### src/id_defines.svh
`ifndef ID_DEFINES_SVH
`define ID_DEFINES_SVH

// datapath and pc width
`define XLEN 64

// register number width, 32 integer registers
`define REG_ADDR_W 5

`define INST_W 32

// reset and bubble values
`define ZERO_WORD {`XLEN{1'b0}}
`define ZERO_ADDR {`REG_ADDR_W{1'b0}}

`endif
### src/id_ctrl_pkg.sv
`default_nettype none

package id_ctrl_pkg;

  typedef enum logic [3:0] {
    cls_none      = 4'd0,
    cls_alu_reg   = 4'd1,
    cls_alu_imm   = 4'd2,
    cls_alu_reg_w = 4'd3,
    cls_alu_imm_w = 4'd4,
    cls_branch    = 4'd5,
    cls_load      = 4'd6,
    cls_store     = 4'd7,
    // lui and auipc
    cls_upper     = 4'd8,
    // jal and jalr
    cls_jump      = 4'd9
  } inst_class_e;

  // nop must stay zero, a bubble is all zeros
  typedef enum logic [4:0] {
    alu_nop,
    alu_add, alu_sub, alu_sll, alu_slt, alu_sltu,
    alu_xor, alu_srl, alu_sra, alu_or, alu_and,
    alu_addw, alu_subw, alu_sllw, alu_srlw, alu_sraw,
    alu_beq, alu_bne, alu_blt, alu_bge, alu_bltu, alu_bgeu,
    alu_lui, alu_auipc, alu_jal, alu_jalr
  } alu_op_e;

endpackage

`default_nettype wire

### src/rv_isa_pkg.sv
`default_nettype none
`include "id_defines.svh"

package rv_isa_pkg;

  typedef logic [`XLEN-1:0]       xlen_t;
  typedef logic [`REG_ADDR_W-1:0] reg_addr_t;
  typedef logic [`INST_W-1:0]     inst_t;
  typedef logic [2:0]             funct3_t;
  typedef logic [6:0]             funct7_t;
  typedef logic [11:0]            mem_off_t;

  // inst[6:2], low two bits are 2'b11 for every 32-bit encoding
  typedef enum logic [4:0] {
    opc_load     = 5'b00000,
    opc_op_imm   = 5'b00100,
    opc_auipc    = 5'b00101,
    opc_op_imm_w = 5'b00110,
    opc_store    = 5'b01000,
    opc_op       = 5'b01100,
    opc_lui      = 5'b01101,
    opc_op_w     = 5'b01110,
    opc_branch   = 5'b11000,
    opc_jalr     = 5'b11001,
    opc_jal      = 5'b11011
  } major_op_e;

  // alu funct3
  localparam funct3_t f3_add  = 3'b000;
  localparam funct3_t f3_sll  = 3'b001;
  localparam funct3_t f3_slt  = 3'b010;
  localparam funct3_t f3_sltu = 3'b011;
  localparam funct3_t f3_xor  = 3'b100;
  localparam funct3_t f3_sr   = 3'b101;
  localparam funct3_t f3_or   = 3'b110;
  localparam funct3_t f3_and  = 3'b111;

  // branch funct3
  localparam funct3_t f3_beq  = 3'b000;
  localparam funct3_t f3_bne  = 3'b001;
  localparam funct3_t f3_blt  = 3'b100;
  localparam funct3_t f3_bge  = 3'b101;
  localparam funct3_t f3_bltu = 3'b110;
  localparam funct3_t f3_bgeu = 3'b111;

  localparam funct7_t f7_base = 7'b0000000;
  // sub and sra
  localparam funct7_t f7_alt  = 7'b0100000;

endpackage

`default_nettype wire

### src/id_decode_if.sv
`timescale 1ns/1ps
`default_nettype none

interface decode_if;
  import rv_isa_pkg::*;
  import id_ctrl_pkg::*;

  alu_op_e     op;
  inst_class_e iclass;
  reg_addr_t   rs1;
  reg_addr_t   rs2;
  logic        rs1_rd;
  logic        rs2_rd;
  reg_addr_t   rd;
  logic        rd_we;
  xlen_t       imm;
  mem_off_t    mem_off;
  // raw funct3, doubles as memory select
  funct3_t     funct3;

  modport dec (output op, iclass, rs1, rs2, rs1_rd, rs2_rd, rd, rd_we, imm, mem_off, funct3);
  modport opnd (input op, iclass, rs1, rs2, rs1_rd, rs2_rd, imm);
  modport pipe (input op, iclass, rd, rd_we, mem_off, funct3);

endinterface

`default_nettype wire

### src/id_stage.sv
`timescale 1ns/1ps
`default_nettype none

module id_stage (
  input  wire logic                  clk,
  input  wire logic                  rst_i,
  input  wire rv_isa_pkg::inst_t     inst_i,
  input  wire rv_isa_pkg::xlen_t     pc_i,
  input  wire rv_isa_pkg::xlen_t     rs1_data_i,
  input  wire rv_isa_pkg::xlen_t     rs2_data_i,
  input  wire logic                  ex_rd_we_i,
  input  wire rv_isa_pkg::reg_addr_t ex_rd_addr_i,
  input  wire rv_isa_pkg::xlen_t     ex_rd_data_i,
  input  wire logic                  ex_is_load_i,
  input  wire logic                  mem_rd_we_i,
  input  wire rv_isa_pkg::reg_addr_t mem_rd_addr_i,
  input  wire rv_isa_pkg::xlen_t     mem_rd_data_i,
  input  wire logic                  wb_rd_we_i,
  input  wire rv_isa_pkg::reg_addr_t wb_rd_addr_i,
  output rv_isa_pkg::reg_addr_t      rs1_addr_o,
  output rv_isa_pkg::reg_addr_t      rs2_addr_o,
  output logic                       rs1_read_o,
  output logic                       rs2_read_o,
  output logic                       stall_o,
  output logic                       flush_o,
  output rv_isa_pkg::xlen_t          jalr_target_o,
  output id_ctrl_pkg::alu_op_e       op_o,
  output id_ctrl_pkg::inst_class_e   class_o,
  output rv_isa_pkg::xlen_t          op1_o,
  output rv_isa_pkg::xlen_t          op2_o,
  output logic                       rd_we_o,
  output rv_isa_pkg::reg_addr_t      rd_addr_o,
  output rv_isa_pkg::mem_off_t       mem_off_o,
  output rv_isa_pkg::funct3_t        mem_sel_o
);
  import rv_isa_pkg::*;

  // operands before the id/ex boundary
  xlen_t op1_id;
  xlen_t op2_id;

  decode_if dec_if ();

  id_decoder u_decoder (
    .inst_i (inst_i),
    .dec    (dec_if)
  );

  id_operand_fwd u_operand_fwd (
    .rst_i         (rst_i),
    .pc_i          (pc_i),
    .rs1_data_i    (rs1_data_i),
    .rs2_data_i    (rs2_data_i),
    .ex_rd_we_i    (ex_rd_we_i),
    .ex_rd_addr_i  (ex_rd_addr_i),
    .ex_rd_data_i  (ex_rd_data_i),
    .ex_is_load_i  (ex_is_load_i),
    .mem_rd_we_i   (mem_rd_we_i),
    .mem_rd_addr_i (mem_rd_addr_i),
    .mem_rd_data_i (mem_rd_data_i),
    .wb_rd_we_i    (wb_rd_we_i),
    .wb_rd_addr_i  (wb_rd_addr_i),
    .opnd          (dec_if),
    .rs1_addr_o    (rs1_addr_o),
    .rs2_addr_o    (rs2_addr_o),
    .rs1_read_o    (rs1_read_o),
    .rs2_read_o    (rs2_read_o),
    .op1_o         (op1_id),
    .op2_o         (op2_id),
    .stall_o       (stall_o),
    .flush_o       (flush_o),
    .jalr_target_o (jalr_target_o)
  );

  id_ex_reg u_id_ex_reg (
    .clk       (clk),
    .rst_i     (rst_i),
    .pipe      (dec_if),
    .op1_i     (op1_id),
    .op2_i     (op2_id),
    .stall_i   (stall_o),
    .flush_i   (flush_o),
    .op_o      (op_o),
    .class_o   (class_o),
    .op1_o     (op1_o),
    .op2_o     (op2_o),
    .rd_we_o   (rd_we_o),
    .rd_addr_o (rd_addr_o),
    .mem_off_o (mem_off_o),
    .mem_sel_o (mem_sel_o)
  );

endmodule

`default_nettype wire

### src/id_ex_reg.sv
`timescale 1ns/1ps
`default_nettype none
`include "id_defines.svh"

module id_ex_reg (
  input  wire logic                   clk,
  input  wire logic                   rst_i,
  decode_if.pipe                      pipe,
  input  wire rv_isa_pkg::xlen_t      op1_i,
  input  wire rv_isa_pkg::xlen_t      op2_i,
  input  wire logic                   stall_i,
  input  wire logic                   flush_i,
  output id_ctrl_pkg::alu_op_e        op_o,
  output id_ctrl_pkg::inst_class_e    class_o,
  output rv_isa_pkg::xlen_t           op1_o,
  output rv_isa_pkg::xlen_t           op2_o,
  output logic                        rd_we_o,
  output rv_isa_pkg::reg_addr_t       rd_addr_o,
  output rv_isa_pkg::mem_off_t        mem_off_o,
  output rv_isa_pkg::funct3_t         mem_sel_o
);
  import id_ctrl_pkg::*;

  logic bubble;

  // held or squashed instruction must not reach execute
  assign bubble = rst_i || stall_i || flush_i;

  always_ff @(posedge clk) begin
    if (bubble) begin
      op_o      <= alu_nop;
      class_o   <= cls_none;
      op1_o     <= `ZERO_WORD;
      op2_o     <= `ZERO_WORD;
      rd_we_o   <= 1'b0;
      rd_addr_o <= `ZERO_ADDR;
      mem_off_o <= 12'h000;
      mem_sel_o <= 3'b000;
    end else begin
      op_o      <= pipe.op;
      class_o   <= pipe.iclass;
      op1_o     <= op1_i;
      op2_o     <= op2_i;
      rd_we_o   <= pipe.rd_we;
      rd_addr_o <= pipe.rd;
      mem_off_o <= pipe.mem_off;
      // funct3 selects width and sign for loads and stores
      mem_sel_o <= pipe.funct3;
    end
  end

endmodule

`default_nettype wire

### src/id_operand_fwd.sv
`timescale 1ns/1ps
`default_nettype none
`include "id_defines.svh"

module id_operand_fwd (
  input  wire logic                  rst_i,
  input  wire rv_isa_pkg::xlen_t     pc_i,
  input  wire rv_isa_pkg::xlen_t     rs1_data_i,
  input  wire rv_isa_pkg::xlen_t     rs2_data_i,
  input  wire logic                  ex_rd_we_i,
  input  wire rv_isa_pkg::reg_addr_t ex_rd_addr_i,
  input  wire rv_isa_pkg::xlen_t     ex_rd_data_i,
  input  wire logic                  ex_is_load_i,
  input  wire logic                  mem_rd_we_i,
  input  wire rv_isa_pkg::reg_addr_t mem_rd_addr_i,
  input  wire rv_isa_pkg::xlen_t     mem_rd_data_i,
  input  wire logic                  wb_rd_we_i,
  input  wire rv_isa_pkg::reg_addr_t wb_rd_addr_i,
  decode_if.opnd                     opnd,
  output rv_isa_pkg::reg_addr_t      rs1_addr_o,
  output rv_isa_pkg::reg_addr_t      rs2_addr_o,
  output logic                       rs1_read_o,
  output logic                       rs2_read_o,
  output rv_isa_pkg::xlen_t          op1_o,
  output rv_isa_pkg::xlen_t          op2_o,
  output logic                       stall_o,
  output logic                       flush_o,
  output rv_isa_pkg::xlen_t          jalr_target_o
);
  import rv_isa_pkg::*;
  import id_ctrl_pkg::*;

  logic  ex_hit1;
  logic  mem_hit1;
  logic  wb_hit1;
  logic  ex_hit2;
  logic  mem_hit2;
  logic  load_use;
  logic  jalr_redirect;
  xlen_t jalr_sum;

  assign rs1_addr_o = opnd.rs1;
  assign rs2_addr_o = opnd.rs2;
  assign rs1_read_o = opnd.rs1_rd;
  assign rs2_read_o = opnd.rs2_rd;

  assign ex_hit1  = ex_rd_we_i && (ex_rd_addr_i == opnd.rs1);
  assign mem_hit1 = mem_rd_we_i && (mem_rd_addr_i == opnd.rs1);
  assign wb_hit1  = wb_rd_we_i && (wb_rd_addr_i == opnd.rs1);
  assign ex_hit2  = ex_rd_we_i && (ex_rd_addr_i == opnd.rs2);
  assign mem_hit2 = mem_rd_we_i && (mem_rd_addr_i == opnd.rs2);

  // youngest producer wins
  always_comb begin
    if (opnd.rs1_rd) begin
      op1_o = ex_hit1 ? ex_rd_data_i : (mem_hit1 ? mem_rd_data_i : rs1_data_i);
    end else if (opnd.op == alu_auipc || opnd.op == alu_jal) begin
      op1_o = pc_i;
    end else begin
      op1_o = `ZERO_WORD;
    end
  end

  always_comb begin
    if (opnd.rs2_rd) begin
      op2_o = ex_hit2 ? ex_rd_data_i : (mem_hit2 ? mem_rd_data_i : rs2_data_i);
    end else if (opnd.iclass inside {cls_alu_imm, cls_alu_imm_w, cls_load, cls_upper}) begin
      op2_o = opnd.imm;
    end else if (opnd.iclass == cls_jump) begin
      // link value source
      op2_o = pc_i;
    end else begin
      op2_o = `ZERO_WORD;
    end
  end

  // load data not ready until mem, hold decode one cycle
  assign load_use = ex_is_load_i &&
                    ((opnd.rs1_rd && opnd.rs1 == ex_rd_addr_i) ||
                     (opnd.rs2_rd && opnd.rs2 == ex_rd_addr_i));
  assign stall_o  = !rst_i && load_use;

  // fetch predicted with a stale base, redirect when it is still in flight
  assign jalr_sum      = op1_o + opnd.imm;
  assign jalr_redirect = (opnd.op == alu_jalr) && (ex_hit1 || mem_hit1 || wb_hit1);
  assign flush_o       = !rst_i && jalr_redirect;
  assign jalr_target_o = jalr_redirect ? {jalr_sum[`XLEN-1:1], 1'b0} : `ZERO_WORD;

endmodule

`default_nettype wire

### src/id_decoder.sv
`timescale 1ns/1ps
`default_nettype none
`include "id_defines.svh"

module id_decoder (
  input wire rv_isa_pkg::inst_t inst_i,
  decode_if.dec                 dec
);
  import rv_isa_pkg::*;
  import id_ctrl_pkg::*;

  major_op_e   opc;
  funct3_t     funct3;
  funct7_t     funct7;
  reg_addr_t   rd;
  xlen_t       imm_i;
  xlen_t       imm_s;
  xlen_t       imm_u;
  xlen_t       imm_j;
  xlen_t       imm;
  logic        f7_ok;
  logic        shamt_ok;
  logic        is_shift;
  logic        rs1_rd;
  logic        rs2_rd;
  logic        rd_we;
  alu_op_e     op;
  inst_class_e iclass;

  function automatic alu_op_e base_op(funct3_t f3, logic sub_en, logic sra_en);
    case (f3)
      f3_add:  return sub_en ? alu_sub : alu_add;
      f3_sll:  return alu_sll;
      f3_slt:  return alu_slt;
      f3_sltu: return alu_sltu;
      f3_xor:  return alu_xor;
      f3_sr:   return sra_en ? alu_sra : alu_srl;
      f3_or:   return alu_or;
      default: return alu_and;
    endcase
  endfunction

  function automatic alu_op_e word_op(funct3_t f3, logic sub_en, logic sra_en);
    case (f3)
      f3_add:  return sub_en ? alu_subw : alu_addw;
      f3_sll:  return alu_sllw;
      f3_sr:   return sra_en ? alu_sraw : alu_srlw;
      default: return alu_nop;
    endcase
  endfunction

  assign opc    = major_op_e'(inst_i[6:2]);
  assign funct3 = inst_i[14:12];
  assign funct7 = inst_i[31:25];
  assign rd     = inst_i[11:7];

  assign imm_i = {{(`XLEN-12){inst_i[31]}}, inst_i[31:20]};
  assign imm_s = {{(`XLEN-12){inst_i[31]}}, inst_i[31:25], inst_i[11:7]};
  // upper 20 bits unshifted, execute places them
  assign imm_u = {{(`XLEN-20){inst_i[31]}}, inst_i[31:12]};
  assign imm_j = {{(`XLEN-21){inst_i[31]}}, inst_i[31], inst_i[19:12], inst_i[20],
                  inst_i[30:21], 1'b0};

  // m extension has funct7 = 1 and falls out here
  assign f7_ok    = (funct7 == f7_base) ||
                    (funct7 == f7_alt && (funct3 == f3_add || funct3 == f3_sr));
  assign is_shift = (funct3 == f3_sll) || (funct3 == f3_sr);
  // rv64 shamt is 6 bits wide
  assign shamt_ok = (inst_i[31:26] == 6'b000000) ||
                    (inst_i[31:26] == 6'b010000 && funct3 == f3_sr);

  always_comb begin
    op = alu_nop;
    if (inst_i[1:0] == 2'b11) begin
      case (opc)
        opc_op:       op = f7_ok ? base_op(funct3, funct7[5], funct7[5]) : alu_nop;
        opc_op_imm:   op = (is_shift && !shamt_ok) ? alu_nop : base_op(funct3, 1'b0, inst_i[30]);
        opc_op_w:     op = f7_ok ? word_op(funct3, funct7[5], funct7[5]) : alu_nop;
        opc_op_imm_w: op = (is_shift && !f7_ok) ? alu_nop : word_op(funct3, 1'b0, funct7[5]);
        opc_branch: begin
          case (funct3)
            f3_beq:  op = alu_beq;
            f3_bne:  op = alu_bne;
            f3_blt:  op = alu_blt;
            f3_bge:  op = alu_bge;
            f3_bltu: op = alu_bltu;
            f3_bgeu: op = alu_bgeu;
            default: op = alu_nop;
          endcase
        end
        // address add, funct3 111 has no load
        opc_load:     op = (funct3 != 3'b111) ? alu_add : alu_nop;
        opc_store:    op = !funct3[2] ? alu_add : alu_nop;
        opc_lui:      op = alu_lui;
        opc_auipc:    op = alu_auipc;
        opc_jal:      op = alu_jal;
        opc_jalr:     op = (funct3 == 3'b000) ? alu_jalr : alu_nop;
        default:      op = alu_nop;
      endcase
    end
  end

  always_comb begin
    case (opc)
      opc_op:              iclass = cls_alu_reg;
      opc_op_imm:          iclass = cls_alu_imm;
      opc_op_w:            iclass = cls_alu_reg_w;
      opc_op_imm_w:        iclass = cls_alu_imm_w;
      opc_branch:          iclass = cls_branch;
      opc_load:            iclass = cls_load;
      opc_store:           iclass = cls_store;
      opc_lui, opc_auipc:  iclass = cls_upper;
      opc_jal, opc_jalr:   iclass = cls_jump;
      default:             iclass = cls_none;
    endcase
    if (op == alu_nop) begin
      iclass = cls_none;
    end
  end

  always_comb begin
    case (iclass)
      cls_alu_imm, cls_alu_imm_w, cls_load: imm = imm_i;
      cls_store:                            imm = imm_s;
      cls_upper:                            imm = imm_u;
      cls_jump:                             imm = (op == alu_jalr) ? imm_i : imm_j;
      default:                              imm = `ZERO_WORD;
    endcase
  end

  assign rs1_rd = (iclass inside {cls_alu_reg, cls_alu_imm, cls_alu_reg_w, cls_alu_imm_w,
                                  cls_branch, cls_load, cls_store}) || (op == alu_jalr);
  assign rs2_rd = iclass inside {cls_alu_reg, cls_alu_reg_w, cls_branch, cls_store};
  assign rd_we  = (rd != `ZERO_ADDR) && !(iclass inside {cls_none, cls_branch, cls_store});

  assign dec.op      = op;
  assign dec.iclass  = iclass;
  assign dec.rs1_rd  = rs1_rd;
  assign dec.rs2_rd  = rs2_rd;
  assign dec.rs1     = rs1_rd ? inst_i[19:15] : `ZERO_ADDR;
  assign dec.rs2     = rs2_rd ? inst_i[24:20] : `ZERO_ADDR;
  assign dec.rd_we   = rd_we;
  assign dec.rd      = rd_we ? rd : `ZERO_ADDR;
  assign dec.imm     = imm;
  assign dec.mem_off = (iclass == cls_load || iclass == cls_store) ? imm[11:0] : 12'h000;
  assign dec.funct3  = (iclass == cls_none) ? 3'b000 : funct3;

endmodule

`default_nettype wire

### config.mk
export PLATFORM = sky130hd
export DESIGN_NAME = id_stage
export DESIGN_NICKNAME = d
export VERILOG_FILES = /design/src/id_ctrl_pkg.sv /design/src/rv_isa_pkg.sv /design/src/id_decode_if.sv /design/src/id_stage.sv /design/src/id_ex_reg.sv /design/src/id_operand_fwd.sv /design/src/id_decoder.sv
export VERILOG_INCLUDE_DIRS = /design/src
export SDC_FILE = /design/constraint.sdc
export NUM_CORES = 1
export LEC_CHECK = 0
export ABC_AREA = 1
export ABC_CLOCK_PERIOD_IN_PS = 20400
export BUFFER_PORTS_ARGS = -buffer_cell sky130_fd_sc_hd__clkbuf_2
export CORE_AREA = 2 2 235 237
export DETAILED_ROUTE_END_ITERATION = 7
export DIE_AREA = 0 0 237 239
export GPL_ROUTABILITY_DRIVEN = 1
export GPL_TIMING_DRIVEN = 0
export PLACE_DENSITY = 0.56
export SLEW_MARGIN = 20
export SYNTH_ARGS = -nofsm -noshare
export SYNTH_HDL_FRONTEND = slang
export SYNTH_SLANG_ARGS = --single-unit
### constraint.sdc
create_clock -name clk -period 20.4 [get_ports clk]
set_input_delay 6.12 -clock clk [delete_from_list [all_inputs] [get_ports clk]]
set_output_delay 6.12 -clock clk [all_outputs]
set_load 0.05 [all_outputs]
==> impl_results.md, run 1 <==
- Fin. max-slew vios: 0
- DP Area: 17800 um^2
- RSZ-0062 raised after global routing: false
- Synthesis-stage register bit count: 158
- Routability cong.: 1.00
- Clock Power Share: 0.418
- Die width: 237 um
- Share of cells above drive strength 1: 0.279
- Design area: 18500 um^2
- Worst EP arrival: roughly 14 ns
- P&R area growth vs syn: 33.3%
- Total gr overflow: 0
- Register area: 3160 um^2
- Warning count from the yosys run: 0
- Routed Antenna Nets: 0
- Commonest non-fill, non-tap cell in the layout: clkbuf_2
- DR pass1 iterations: 8
- CP max stage delay: 0.77 ns
- Hold Vio Cnt, Final: 0
- H-tree levels: 4
- # nets final: approximately 3300
- Worst min-delay path category: in -> reg
- Sum Neg Setup Slack: 0 ns
- CTS max path bufs: 2
- Static Leak: 9.39 nW
- Synthesized area: 13900 um^2
- Most common cell on crit path: nand2_1
- Cell Rows: 86
- GRT Util Overall: 0.338
- Detailed-route via count: 19800
- Fmax: 50.4 MHz
- Max VDD drop: 69.5 uV
- Mean post-synth cell area: around 6.1 um^2
- Register area share after synthesis: 0.228
- Period utilization: 0.973
- Initial Util: 0.256
- Final wirelength: 98800 um
- Synth async-reset ratio: 0
- Post-synth EDFFs: 0
- # fillers: 6256
- Worst slew pin tran: 1.20 ns
- Yosys top cell area share: 0.228
- Outcome: finished, final reports clean
- First-pass GRT wire length: 135000 um
- Largest net degree at the start of global routing: 40
- Core area: 54300 um^2
- Syn_nets: 2720
- Sw Pwr: 0.296 mW
- Port Buf Inserts: 605
- Hold wc startpoint: inst_i[7]
- WL per Instance: 27.1 um
- Initial antenna violation count: 25
- Starting DRT DRC Count: about 1900
- Crit Path Category: in -> out
- Cells after Synth: 2283
- Number of I/O pins: 609
- Commonest cells after routing, fill and taps aside: clkbuf_2 (610), nand2_1 (478), a21oi_1 (280)
- Sw frac: 0.352
- Worst-path fanout max: 10
- TritonCTS clock tree: done
- Final setup fails: 0
- Power Density: between 40 and 50 nW/um^2
- Area of the multi-input gates: 9280 um^2
- Power Internal: about 0.54 mW
- Sequential Power Share: 0.372
- Die area: 56600 um^2
- Relative slew slack: 0.202
- Maxcap violations: 0
- Tmin final: around 20 ns
- Crit. End Element: primary output
- Drc violations: 0
- CP max stage cell: clkbuf_1
- Count of cell types in the netlist: 55
- Num CTS Buffers: 17
- Worst-path clk slew: 0.07 ns
- WP data required: 14.28 ns
- Clock sink count: 158
- Ys flop type: dfxtp_1
- Post-synth top area cell: dfxtp_1
- Die Height: 239 um
- Vias in the first global route: around 19000
- Clk root buf: clkbuf_16
- Startpoint Class: input port
- Via/cell ratio: 5.44
- Hold buffers post-CTS: 0
- Synth top area cells: dfxtp_1 (23%), nand2_1 (13%), a21oi_1 (10%)
- Worst Setup SP: inst_i[31]
- Final HPWL DP: 81500 um
- Combinational power share: 0.210
-- kinds of logic after synthesis --
family / count (synthesis) / share of synthesized area
and+or+nand+nor: 931 / 0.282
AOI/OAI and AO/OA: 732 / 0.315
buffers and inverters: 383 / 0.108
DFF: 158 / 0.228
adders and majority gates: 64 / 0.0581
xor gates and xnor gates: 14 / 0.00882
other: 1 / 0.000270
-- power by group through the flow --
| stage | clock [mW] | sequential [mW] | combinational (mW) |
|---|---|---|---|
| final | 0.351 | 0.313 | 0.177 |
| after global routing | 0.364 | 0.313 | 0.186 |
| after global placement | 0 | 0.320 | 0.172 |
| after CTS | 0.353 | 0.313 | 0.172 |
| after floorplan | 0 | 0.333 | 0.0676 |
| after detailed placement | 0 | 0.320 | 0.171 |
-- flip-flops by register name (all words and copies together), names as in the netlist --
register,cells
u_id_ex_reg.op_o,5
u_id_ex_reg.rd_we_o,1
u_id_ex_reg.op1_o,64
u_id_ex_reg.class_o,4
u_id_ex_reg.mem_sel_o,3
u_id_ex_reg.mem_off_o,12
u_id_ex_reg.rd_addr_o,5
u_id_ex_reg.op2_o,64
-- worst max-delay path: cells and delay by family --
kind | cells | cell delay [ns]
AOI/OAI and AO/OA | 13 | 2.76
adders and majority gates | 1 | 0.30
buffers and inverters | 8 | 2.60
and+or+nand+nor | 17 | 1.93
-- metal layers --
layer | part of all wire | global-route usage | vias to the layer above
met5 | 0.0017 | 0 | -
met2 | 0.44 | 0.526 | 1190
li1 | - | - | 9041
met1 | 0.40 | 0.419 | 9272
met4 | 0.048 | 0.159 | 28
met3 | 0.11 | 0.115 | 261
-- timing repair --
item | 4_1_cts | 5_1_grt
setup buffers | 0 | 2
endpoints found under the setup margin | 14 | 14
gates resized for setup | 15 | 21
pin swaps | 0 | 1
-- Yosys cell counts, types with 30 or more instances --
master and n:
a21oi_1 281, dfxtp_1 158, o22ai_1 30, o221a_2 43
ha_1 63, nor3_1 41, o21ai_0 165, o21ai_1 31
a31oi_1 78, nor2_1 267, inv_1 250, nand2_1 478
clkbuf_1 67, nand3_1 71
-- worst paths after layout --
kind	endpoint	slack, ns	cells after the start
max	jalr_target_o[54]	0.55	39
min	u_id_ex_reg.rd_addr_o[0]	5.86	3
-- cell type report --
type                            count  share of cell area
Antenna cell                       12             0.00162
Clock buffer                       18              0.0237
Buffer                            115              0.0281
Sequential cell                   158               0.171
Tap cell                          704              0.0475
Clock inverter                     14             0.00797
Multi-Input combinational cell   1742               0.501
Inverter                          268              0.0543
Timing Repair Buffer              608               0.166
-- metrics by stage --
stage	util	worst slack [ns]	power, mW	hold WS, ns	std cells
floorplan	-	1.63	0.400	6.23	2283
global placement	0.328	-0.773	0.492	6.37	3592
detailed placement	0.328	-0.710	0.491	6.37	3593
CTS	0.340	0.0406	0.838	5.83	3625
global route	0.341	0.0539	0.864	5.85	3635
finish	0.341	0.548	0.841	5.86	3639
Power figures use the tool's default switching activity.
==> run 2: changes to the inputs <==
--- a/config.mk
+++ b/config.mk
@@ -10,6 +10,7 @@
 export ABC_CLOCK_PERIOD_IN_PS = 20400
 export BUFFER_PORTS_ARGS = -buffer_cell sky130_fd_sc_hd__clkbuf_2
 export CORE_AREA = 2 2 235 237
+export CTS_BUF_LIST = sky130_fd_sc_hd__clkbuf_2
 export DETAILED_ROUTE_END_ITERATION = 7
 export DIE_AREA = 0 0 237 239
 export GPL_ROUTABILITY_DRIVEN = 1
==> run 2 against run 1 <==
Against the previous run: sequential share of layout area grew 0.32 points; critical endpoint unchanged; final cell count is essentially flat; sequential power is essentially flat; largest cell class unchanged; design area shrank 1.8%; power shrank 16%; sequential cell count is the same; global-route usage is essentially flat; routed wire length grew 0.15%; fmax grew 0.13%; combinational power is essentially flat.
==> impl_results.md, run 2 (synthesized netlist as in run 1, its figures left out) <==
- Outcome: finished, final reports clean
- Die area: 56600 um^2
- Fin. max-slew vios: 0
- CP max stage delay: 0.48 ns
- Clock Power Share: 0.301
- Hold slack: 5.17 ns
- Worst Hold End: u_id_ex_reg.op2_o[19]
- Top cell family by delay on the critical path: compound AO/OA/AOI/OAI gates
- Vias in the first global route: 19000
- H-tree levels: 4
- Cell Rows: 86
- Detailed-route via count: 19800
- Hold wc startpoint: pc_i[19]
- Final HPWL DP: around 82000 um
- Die Height: 239 um
- Startpoint Class: input port
- Clk root buf: clkbuf_2
- Share of cells above drive strength 1: 0.278
- Worst min-delay path category: in -> reg
- Die width: about 240 um
- Final wirelength: about 100000 um
- Fmax: 50.4 MHz
- Via/cell ratio: between 5 and 6
- Routability cong.: 1.00
- Hold Vio Cnt, Final: 0
- DP Area: 17800 um^2
- Core area: 54300 um^2
- Total power: 0.703 mW
- WHS Path Cells: 3
- Worst EP arrival: 13.71 ns
- Port Buf Inserts: 605
- Power Internal: 0.421 mW
- GRT Util Overall: 0.338
- Crit. End Element: primary output
- Worst-path fanout max: 10
- Sequential Power Share: 0.448
- Power Density: 38.6 nW/um^2
- Tmin final: 19.83 ns
- Top flop regs: u_id_ex_reg.op1_o: 64 flops, u_id_ex_reg.op2_o: 64 flops, u_id_ex_reg.mem_off_o: 12 flops
- Relative slew slack: 0.238
- Register area: approximately 3200 um^2
- Sw frac: 0.402
- Commonest cells after routing, fill and taps aside: clkbuf_2 (627), nand2_1 (478), a21oi_1 (280)
- RSZ-0062 raised after global routing: false
- Combinational power share: 0.251
- Worst slew pin tran: 1.14 ns
- Initial Util: 0.256
- Total gr overflow: 0
- Maxcap violations: 0
- Static Leak: between 9 and 10 nW
- CTS max path bufs: 2
- Period utilization: 0.972
- CP max stage cell: a21boi_0
- Final setup fails: 0
- Worst-path clk slew: between 0.3 and 0.4 ns
- DR pass1 iterations: 7
- Area of the multi-input gates: 9280 um^2
- Pre-CTS WS: -0.710 ns
- Sw Pwr: ~0.28 mW
- First-pass GRT wire length: 135000 um
- Routed Antenna Nets: 0
- # nets final: 3347
- WL per Instance: 27.2 um
- Commonest non-fill, non-tap cell in the layout: clkbuf_2
- Sum Neg Setup Slack: 0 ns
- Design area: 18200 um^2
- # fillers: about 6300
- Final setup margin: between 0.5 and 0.6 ns
- Max VDD drop: approximately 38 uV
- Most common cell on crit path: nand2_1
- P&R area growth vs syn: 30.9%
- Num CTS Buffers: 17
- Crit Path Category: in -> out
- Clock sink count: 158
- Largest net degree at the start of global routing: 40
- Number of I/O pins: 609
- Worst Path Buf+Inv: 7
- Initial antenna violation count: 25
- Drc violations: 0
- TritonCTS clock tree: done
- Starting DRT DRC Count: 1955
- WP data required: 14.28 ns
==> run 2: cell count changes in the layout (fill, tap and decap cells not counted), sizes merged <==
cell and delta:
clkbuf -1, clkinv +1, diode +3
==> run 2: timing repair <==
item                                    4_1_cts  5_1_grt
endpoints found under the setup margin       14       14
pin swaps                                     0        1
hold buffers                                  0        0
resized for setup                            15       21
buffers inserted                              0        2
==> run 2: layout make-up <==
type / instances / area share
Multi-Input combinational cell: 1742 / 0.510
Sequential cell: 158 / 0.174
Timing Repair Buffer: 608 / 0.169
Inverter: 268 / 0.0554
Tap cell: 704 / 0.0484
Buffer: 115 / 0.0287
Clock inverter: 15 / 0.00832
Clock buffer: 17 / 0.00468
Antenna cell: 15 / 0.00206
==> run 2: worst max path at each step <==
stage,startpoint,end,slack (ns),depth (start not counted)
floorplan,inst_i[13],jalr_target_o[60],1.63,48
global placement,inst_i[5],jalr_target_o[52],-0.77,46
detailed placement,inst_i[5],jalr_target_o[52],-0.71,46
CTS,inst_i[31],jalr_target_o[60],0.04,47
global route,inst_i[14],jalr_target_o[60],0.05,51
finish,inst_i[12],jalr_target_o[54],0.57,45
==> run 2: power by group through the flow <==
stage	Combinational, mW	Sequential, mW	Clock [mW]
3_3_place_gp	0.172	0.320	0
3_5_place_dp	0.171	0.320	0
5_1_grt	0.186	0.315	0.223
2_1_floorplan	0.0676	0.333	0
4_1_cts	0.172	0.315	0.215
6_report	0.177	0.315	0.211
==> run 2: per-stage QoR <==
stage | util | cells
2_1_floorplan | - | 2283
3_3_place_gp | 0.328 | 3592
3_5_place_dp | 0.328 | 3593
4_1_cts | 0.333 | 3625
5_1_grt | 0.334 | 3635
6_report | 0.335 | 3642
==> run 2: tightest hold or removal path, delay by kind of cell <==
kind | cells | cell delay [ns]
compound gates | 1 | 0.07
buf+inv | 1 | 0.10
simple gates | 1 | 0.06
==> run 2: routing by layer <==
metal  GRT usage  share of wire  wire, um  vias to the layer above
met5           0         0.0016       155                        -
met4       0.156          0.050      4930                       26
met3       0.112           0.10     10400                      271
met2       0.529           0.44     43400                     1167
met1       0.418           0.41     40100                     9289
li1            -              -         -                     9047
